$ cat src/hw/nnPkg.sv
package nnPkg;

	// ----------------------------------------
	// activations and layer vectors
	// ----------------------------------------
	typedef logic signed [15:0] act_t; // signed fixed point, wraps on overflow.

	localparam int NumIn = 10;
	localparam int NumHidden = 4;
	localparam int NumOut = 2;

	typedef act_t [NumIn-1:0] inVec_t;
	typedef act_t [NumHidden-1:0] hidVec_t;
	typedef act_t [NumOut-1:0] outVec_t;

	typedef struct packed {
		logic valid;
		inVec_t data; // narrower layers use the low slots.
	} layerIo_t;

	typedef struct packed {
		logic done; // bit1.
		logic busy; // bit0.
	} nnStatus_t;

	// ----------------------------------------
	// register map
	// ----------------------------------------
	localparam logic [7:0] InBase = 8'h00;
	localparam logic [7:0] CtrlAddr = 8'h28;
	localparam logic [7:0] StatusAddr = 8'h2C;
	localparam logic [7:0] OutBase = 8'h30;

	// default weights, one row per neuron
	localparam act_t [0:NumHidden-1][0:NumIn-1] HiddenWeights = '{
		'{12, -7, 31, 4, -18, 9, 27, -3, 15, -22},
		'{-9, 20, 5, -30, 11, 17, -6, 24, -13, 8},
		'{25, 14, -19, 7, 3, -26, 10, 18, -4, 21},
		'{-16, 6, 13, 22, -11, 2, -28, 9, 30, -5}
	};
	localparam act_t [0:NumHidden-1] HiddenBias = '{3, -12, 7, -4};
	localparam act_t [0:NumOut-1][0:NumHidden-1] OutWeights = '{
		'{14, -9, 21, 6},
		'{-11, 17, 5, -8}
	};
	localparam act_t [0:NumOut-1] OutBias = '{-6, 10};

endpackage

$ cat src/hw/neuronNode.sv
`timescale 1ns/1ps

module neuronNode #(
	parameter int NumInputs = 10,
	parameter nnPkg::act_t [0:NumInputs-1] Weights = '0,
	parameter nnPkg::act_t Bias = '0
) (
	input logic clk,
	input logic reset,
	input nnPkg::act_t [NumInputs-1:0] inputs,
	output nnPkg::act_t activation
);
	import nnPkg::*;

	act_t [NumInputs-1:0] inReg;
	act_t sumReg;
	act_t sumNext;

	// ----------------------------------------
	// multiply-accumulate
	// ----------------------------------------
	always_comb
	begin
		sumNext = Bias;
		for (int i = 0; i < NumInputs; i++)
		begin
			sumNext = sumNext + inReg[i] * Weights[i]; // 16-bit wrap.
		end
	end

	// ----------------------------------------
	// pipeline: inputs, sum, relu
	// ----------------------------------------
	always_ff @(posedge clk)
	begin
		if (reset)
		begin
			inReg <= '0;
			sumReg <= '0;
			activation <= '0;
		end
		else
		begin
			inReg <= inputs; // edge 1.
			sumReg <= sumNext; // edge 2.
			if (sumReg[15])
			begin
				activation <= '0; // negative clamps to zero.
			end
			else
			begin
				activation <= sumReg; // edge 3.
			end
		end
	end

endmodule

$ cat src/hw/denseLayer.sv
`timescale 1ns/1ps

module denseLayer #(
	parameter int NumInputs = 10,
	parameter int NumNodes = 4,
	parameter nnPkg::act_t [0:NumNodes-1][0:NumInputs-1] Weights = '0,
	parameter nnPkg::act_t [0:NumNodes-1] Biases = '0
) (
	input logic clk,
	input logic reset,
	input nnPkg::layerIo_t layerIn,
	output nnPkg::layerIo_t layerOut
);
	import nnPkg::*;

	act_t [NumNodes-1:0] nodeOut;
	logic [2:0] validPipe;

	genvar n;
	generate
		for (n = 0; n < NumNodes; n++)
		begin : gNode
			neuronNode #(
				.NumInputs(NumInputs),
				.Weights(Weights[n]),
				.Bias(Biases[n])
			) node (
				.clk(clk),
				.reset(reset),
				.inputs(layerIn.data[NumInputs-1:0]),
				.activation(nodeOut[n])
			);
		end
	endgenerate

	// valid follows the three neuron stages.
	always_ff @(posedge clk)
	begin
		if (reset)
			validPipe <= '0;
		else
			validPipe <= {validPipe[1:0], layerIn.valid};
	end

	always_comb
	begin
		layerOut = '0;
		layerOut.valid = validPipe[2];
		layerOut.data[NumNodes-1:0] = nodeOut; // upper slots stay zero.
	end

endmodule

$ cat src/hw/apbRegs.sv
`timescale 1ns/1ps

module apbRegs (
	input logic clk,
	input logic reset,
	input logic [7:0] paddr,
	input logic psel,
	input logic penable,
	input logic pwrite,
	input logic [31:0] pwdata,
	output logic [31:0] prdata,
	output logic pready,
	output logic pslverr,
	output nnPkg::layerIo_t hidIn,
	input nnPkg::layerIo_t netOut
);
	import nnPkg::*;

	inVec_t inRegs;
	outVec_t results;
	nnStatus_t status;
	logic startPulse;

	logic access;
	logic aligned;
	logic [7:0] inOff;
	logic [7:0] outOff;
	logic [3:0] inIdx;
	logic [3:0] outIdx;
	logic isIn;
	logic isCtrl;
	logic isStatus;
	logic isOut;
	logic err;
	logic wrOk;
	logic start;

	// ----------------------------------------
	// address decode
	// ----------------------------------------
	assign access = psel && penable;
	assign aligned = (paddr[1:0] == 2'b00);
	assign inOff = paddr - InBase;
	assign outOff = paddr - OutBase;
	assign inIdx = inOff[5:2];
	assign outIdx = outOff[5:2];

	assign isIn = aligned && (inOff < 8'(NumIn * 4));
	assign isOut = aligned && (outOff < 8'(NumOut * 4));
	assign isCtrl = (paddr == CtrlAddr);
	assign isStatus = (paddr == StatusAddr);

	always_comb
	begin
		err = 1'b0;
		if (!(isIn || isCtrl || isStatus || isOut))
			err = 1'b1; // unmapped.
		else if (pwrite && (isStatus || isOut))
			err = 1'b1; // read-only.
		else if (pwrite && (isIn || isCtrl) && status.busy)
			err = 1'b1; // inference running.
	end

	assign pready = 1'b1;
	assign pslverr = access && err;
	assign wrOk = access && pwrite && !err;
	assign start = wrOk && isCtrl && pwdata[0];

	// ----------------------------------------
	// registers
	// ----------------------------------------
	always_ff @(posedge clk)
	begin
		if (reset)
		begin
			inRegs <= '0;
			results <= '0;
			status <= '0;
			startPulse <= 1'b0;
		end
		else
		begin
			startPulse <= start;
			if (wrOk && isIn)
				inRegs[inIdx] <= pwdata[15:0];
			if (start)
			begin
				status.busy <= 1'b1;
				status.done <= 1'b0;
			end
			else if (netOut.valid)
			begin
				status.busy <= 1'b0;
				status.done <= 1'b1;
			end
			if (netOut.valid)
				results <= netOut.data[NumOut-1:0]; // capture at edge 7.
		end
	end

	// inputs are held stable while busy, so the layers see them directly.
	always_comb
	begin
		hidIn.valid = startPulse;
		hidIn.data = inRegs;
	end

	// ----------------------------------------
	// read mux
	// ----------------------------------------
	always_comb
	begin
		prdata = '0;
		if (isIn)
			prdata = {16'h0000, inRegs[inIdx]};
		else if (isStatus)
			prdata = {30'd0, status};
		else if (isOut)
			prdata = {16'h0000, results[outIdx]};
	end

endmodule

$ cat src/hw/nnTop.sv
`timescale 1ns/1ps

module nnTop #(
	parameter nnPkg::act_t [0:nnPkg::NumHidden-1][0:nnPkg::NumIn-1] HiddenWeights =
		nnPkg::HiddenWeights,
	parameter nnPkg::act_t [0:nnPkg::NumHidden-1] HiddenBias = nnPkg::HiddenBias,
	parameter nnPkg::act_t [0:nnPkg::NumOut-1][0:nnPkg::NumHidden-1] OutWeights =
		nnPkg::OutWeights,
	parameter nnPkg::act_t [0:nnPkg::NumOut-1] OutBias = nnPkg::OutBias
) (
	input logic clk,
	input logic reset,
	input logic [7:0] paddr,
	input logic psel,
	input logic penable,
	input logic pwrite,
	input logic [31:0] pwdata,
	output logic [31:0] prdata,
	output logic pready,
	output logic pslverr
);
	import nnPkg::*;

	layerIo_t hidIn;
	layerIo_t hidOut;
	layerIo_t netOut;

	apbRegs regs (
		.clk(clk),
		.reset(reset),
		.paddr(paddr),
		.psel(psel),
		.penable(penable),
		.pwrite(pwrite),
		.pwdata(pwdata),
		.prdata(prdata),
		.pready(pready),
		.pslverr(pslverr),
		.hidIn(hidIn),
		.netOut(netOut)
	);

	// 10 inputs to 4 hidden neurons, then 4 to 2.
	denseLayer #(
		.NumInputs(NumIn),
		.NumNodes(NumHidden),
		.Weights(HiddenWeights),
		.Biases(HiddenBias)
	) hiddenLayer (
		.clk(clk),
		.reset(reset),
		.layerIn(hidIn),
		.layerOut(hidOut)
	);

	denseLayer #(
		.NumInputs(NumHidden),
		.NumNodes(NumOut),
		.Weights(OutWeights),
		.Biases(OutBias)
	) outputLayer (
		.clk(clk),
		.reset(reset),
		.layerIn(hidOut),
		.layerOut(netOut)
	);

endmodule

$ cat config.mk
export PLATFORM = sky130hd
export DESIGN_NAME = nnTop
export DESIGN_NICKNAME = d
export VERILOG_FILES = /design/src/hw/nnPkg.sv /design/src/hw/neuronNode.sv /design/src/hw/denseLayer.sv /design/src/hw/apbRegs.sv /design/src/hw/nnTop.sv
export SDC_FILE = /design/constraint.sdc
export NUM_CORES = 2
export LEC_CHECK = 0
export CAP_MARGIN = 30
export CORE_ASPECT_RATIO = 1.75
export CORE_UTILIZATION = 25
export DETAILED_ROUTE_END_ITERATION = 10
export DONT_BUFFER_PORTS = 1
export SYNTH_ARGS = -nofsm -noshare
export SYNTH_HDL_FRONTEND = slang
export SYNTH_SLANG_ARGS = --single-unit
$ cat constraint.sdc
create_clock -name clk -period 13.4 [get_ports clk]
set_input_delay 0.67 -clock clk [delete_from_list [all_inputs] [get_ports clk]]
set_output_delay 0.67 -clock clk [all_outputs]
set_load 0.005 [all_outputs]
* Word level (Yosys, flattened, before mapping)
Index checks and enable logic that the tools add are counted.
** Word-level totals
- Memories :: 0
- Flip-flop bits (word level) :: 617
- Logic and storage cells :: 192
- Latch bits :: 0
- Memory bits (read-only) :: 0
- Bits in writable memories :: 0
- Bits of input ports :: 45
- Output and inout port bits :: 34
** Operators by class
- Equality and inequality tests :: 2
- Reductions and logical operators :: 27
- Add/sub/neg operators :: 52
- Magnitude comparators :: 5
- Shift-type cells :: 0
- Bitwise logic cells :: 0
- Divide/modulo/power cells :: 0
- $mul :: 42
- Multiplexer cells :: 15
** Operators with widths (count)
- $add 16x16->16 :: 42
- $bwmux 160 :: 1
- $mul 16x5->16 const B :: 10
- $mul 16x6->16 const B :: 8
- $mul 16x5->15 const B :: 7
- $mux 16 :: 6
- $mul 16x4->16 const B :: 5
- $bmux 16 s4 :: 1
- $demux 16 s4 :: 1
- $mul 16x3->15 const B :: 3
- $mul 16x4->15 const B :: 3
- $add 3x16->16 const A :: 2
- $add 4x16->16 const A :: 2
- $add 5x16->16 const A :: 2
- $mul 16x3->16 const B :: 2
- $mul 16x4->14 const B :: 2
- $mux 32 :: 1
- $eq 8x6->1 const B :: 2
- $mul 16x3->13 const B :: 1
- $mul 16x3->14 const B :: 1
- $neg 14->14 :: 1
- $reduce_or 2->1 :: 7
- $logic_and 1x1->1 :: 13
- $neg 13->13 :: 1
- other kinds (12) :: 19

* Longest topological paths before layout
- Depth in word-level cells :: 13
- Gate-level depth with buffers :: 40
- Gate-level depth less buffers :: 40

* Hierarchy
A second synthesis with hierarchy kept.
** Second synthesis, totals
- Cells, all modules :: 8737
- Area, all modules :: 89009.1 µm²
** Modules (own cells, without submodules)
- neuronNode at hiddenLayer.gNode[0].node :: cells each 1611, sequential area each 3703.6 µm², area an instance 16911.2 µm², instances 1
- neuronNode at hiddenLayer.gNode[2].node :: cells each 1627, sequential area each 3703.6 µm², area an instance 16731.0 µm², instances 1
- neuronNode at hiddenLayer.gNode[3].node :: cells each 1518, sequential area each 3623.5 µm², area an instance 15351.0 µm², instances 1
- neuronNode at hiddenLayer.gNode[1].node :: cells each 1439, sequential area each 3623.5 µm², area an instance 15008.1 µm², instances 1
- apbRegs :: cells each 930, sequential area each 3903.7 µm², area an instance 9004.9 µm², instances 1
- neuronNode at outputLayer.gNode[0].node :: cells each 795, sequential area each 1861.8 µm², area an instance 8000.2 µm², instances 1
- neuronNode at outputLayer.gNode[1].node :: cells each 577, sequential area each 1841.8 µm², area an instance 6140.9 µm², instances 1
- denseLayer at outputLayer :: cells each 136, sequential area each 60.1 µm², area an instance 1051.0 µm², instances 1
- denseLayer at hiddenLayer :: cells each 104, sequential area each 60.1 µm², area an instance 810.8 µm², instances 1

* Worst setup path before layout
No wires, ideal clock.
- Path kind :: reg-to-reg
- From :: register, netlist name hiddenLayer.gNode[0].node.inReg[128]
- To :: register hiddenLayer.gNode[3].node.sumReg[15]
- Stages on the path, launching flop included :: 37
- Data arrival time :: 9.124 ns
- Path buffers :: 0
- Period minus slack after synthesis :: 9.252 ns
- Data required time :: 13.272 ns
- Path slack :: 4.148 ns
- Library setup time :: 0.128 ns
- Cell sequence :: dfxtp_1 inv_1 ha_1 ha_1 inv_1 fa_1 inv_1 ha_1 a21o_1 a21oi_1 o21bai_1 a21oi_1 o21bai_1 a21oi_1 nor2b_1 o21a_1 o41ai_1 xor2_1 fa_1 fa_1 fa_1 fa_1 inv_1 fa_1 inv_1 fa_1 fa_1 xnor2_1 xnor2_1 xnor2_1 xnor2_1 xnor2_1 xnor2_1 xnor2_1 xnor3_1 xor3_1 nor2_1
** RTL lines
- end signal: assignment :: RTL line neuronNode.sv:45 : sumReg <= sumNext;
- end: declaration :: RTL line neuronNode.sv:16 : act_t sumReg;

==> impl_metrics.toml <==
[route]
drcViolationCount = 0
num_vias = 46981
first_pass_iters = 7
wire_per_inst_um = 22.7
ant_nets = 0
vias_per_cell = 4.23
drt_wl_total_mm = 252
drtIter0Drc = 2687

[yosys]
synth_top_area_share_pct = 31.9
syn_inst = 7231
synth.distinct_cells = 62
syn_avg_cell_area_um2 = 9.80
async_reset_ff_share_pct = 0
synth_largest_area_cell = "fa_1"
synth-seq-cells = 605
ys_warn_count = 0
yosysSeqAreaShare_pct = 17.1
synth_area_um2 = 70900
synth-edff-count = 0
yosys-top-cells-area = "fa_1, ha_1, dfxtp_1"
ys.flop_type = "dfxtp_1"

[worst_setup_path]
crit_buf_inv = 6
startpoint_type = "flop"
cpPeakStageDelay_ns = 0.57
r2r_start = "hiddenLayer.gNode[0].node.inReg[129]"
crit_family = "adder cells"
critPathCaptureType = "flop"
crit_path_max_fanout = 6
path_class = "reg -> reg"
arrival_ns = 11.11
required_ns = 13.84
crit_start = "hiddenLayer.gNode[0].node.inReg[129]"
crit_top_cell = "fa_1"
crit_slowest_cell = "fa_1"

[die]
core_um2 = 282000
rows = 258
start_util_pct = 25.1
dieWidth_um = 404
io_pins = 79
die_y_um = 706
dieArea_um2 = 286000

[status]
outcome = "finished, violations left"
failed_checks = "slew limit"

[final_layout]
layout_commonest_cell = "inv_1"
final_cell_mix = "inv_1, fa_1, ha_1"
drive_above_1_share_pct = 3.72
area_growth_syn_to_layout_pct = 10.3
fillers = 30062
final_cells = 11102
fin_nets = 9509

[timing]
tightest_slew_ns = 2.53
fin_skew_ns = 0.0726
hold_viol = 0
min_period_ns = 10.67
rsz0062_at_grt = "false"
fin_crit_sh_pct = 79.6
tns_ns = 0
setup_viol = 0
final_max_slew_viol_count = 392
max-slew-margin-rel_pct = -68.6
max_freq_mhz = 93.7

[worst_hold_path]
hold_class = "in -> reg"
hold_start = "pwdata[12]"

[power]
switching_share_pct = 29.5
power.density_nw_per_um2 = 56.5
leakage_nw = 37.8
pwr-share-comb_pct = 17.4
p_int_mw = 3.11
seqPwrFrac_pct = 43.0
clockPowerShare_pct = 39.6
p_sw_mw = 1.30
ir_drop_mv = 0.0861

[grt]
gr-usage-all-layers_pct = 18.0
grt_overflow = 0
grt_pass1_wl_mm = 360
antenna_found_initial = 7
grt_max_degree = 524
first_global_vias = 51210

[clock_network]
htreeDepth = 2
cts-hold-fix-buffers = 0
cts_tree = "done"
cts_root_buffer = "clkbuf_16"
clockBufferDepth = 3
cts_resized = 0
cts_setup_buffers = 0
clk_pin_slew_worst_paths_ns = 0.08
clock_sinks = 605
numCtsBuffers = 56
insertion_delay_ns = 0.70

[placed_design]
port-buffer-count = 0
dpl.hpwl_mm = 214
place_congestion = 1.03
dp.cells = 10976

[job]
max-cap-violations = 0
-- layout make-up --
cell class	instances	area [µm²]	area share (%)
Antenna cell	14	35.0	0.0448
Clock buffer	69	1510	1.93
Clock inverter	36	458	0.586
Inverter	2035	7640	9.78
Multi-Input combinational cell	4459	50600	64.7
Sequential cell	605	12100	15.5
Tap cell	3770	4720	6.04
Timing Repair Buffer	114	1070	1.38
-- sequential cells by signal, indices dropped and copies added (netlist names), 30 cells and up --
| signal | cells |
|---|---|
| hiddenLayer.gNode.node.activation | 60 |
| hiddenLayer.gNode.node.inReg | 160 |
| outputLayer.gNode.node.sumReg | 32 |
| regs.hidIn | 160 |
| outputLayer.gNode.node.inReg | 60 |
| regs.results | 30 |
| hiddenLayer.gNode.node.sumReg | 64 |
| outputLayer.gNode.node.activation | 30 |
-- synth_stat cells, types with 14 or more instances --
master / number
ha_1: 1065
buf_4: 17
nor2_1: 232
and2_1: 101
xnor2_1: 342
a21o_1: 49
o22ai_1: 14
nand2b_1: 25
clkbuf_1: 113
o21bai_1: 37
mux2i_1: 93
o21ai_0: 95
fa_1: 1128
nand2_1: 317
nor3_1: 51
a21oi_1: 266
inv_1: 2035
mux4_2: 32
or3_1: 15
nand3_1: 43
a21boi_0: 19
a221oi_1: 14
dfxtp_1: 605
o21a_1: 15
xor2_1: 99
nor2b_1: 283
-- power by group through the flow --
stage | Combinational, mW | Sequential [mW] | Clock [mW]
finish | 0.767 | 1.90 | 1.75
global route | 0.838 | 1.90 | 1.85
CTS | 0.783 | 1.90 | 1.79
detailed placement | 0.775 | 1.94 | 0
global placement | 0.771 | 1.94 | 0
floorplan | 0.535 | 1.92 | 0
-- cell families after synthesis --
logic type,Yosys count,synth area share (%)
other,2,0.0106
adder cells (fa/ha/maj),2193,50.7
AND/OR/NAND/NOR,1105,7.68
XOR/XNOR,450,5.72
buffers and inverters,2182,11.7
AO/OA/AOI/OAI,566,4.79
multiplexers,128,2.38
flip-flops,605,17.1
-- routing by layer --
layer	routed length [µm]	GRT usage [%]	up-vias
met1	72200	15.0	23217
li1	-	-	21773
met4	39600	22.2	0
met5	0	0	-
met2	133000	33.7	1228
met3	6750	1.55	763
-- stage by stage --
step	hold WS, ns	area [µm²]	total power, mW	utilization, %	setup WS [ns]
2_1_floorplan	0.406	70900	2.46	-	4.15
3_3_place_gp	0.408	75800	2.71	26.9	2.94
3_5_place_dp	0.410	76000	2.71	26.9	2.91
4_1_cts	0.0732	78000	4.47	27.6	2.83
5_1_grt	0.0926	78100	4.59	27.7	2.38
6_report	0.109	78100	4.41	27.7	2.73
-- final timing paths --
kind	slack, ns	depth (start not counted)	to
setup reg to reg	2.73	37	hiddenLayer.gNode[3].node.sumReg[15]
hold / removal	0.11	2	regs.hidIn[124]
setup / recovery	2.73	37	hiddenLayer.gNode[3].node.sumReg[15]
hold reg to reg	0.38	1	outputLayer.gNode[1].node.inReg[52]
Power figures use the tool's default switching activity.
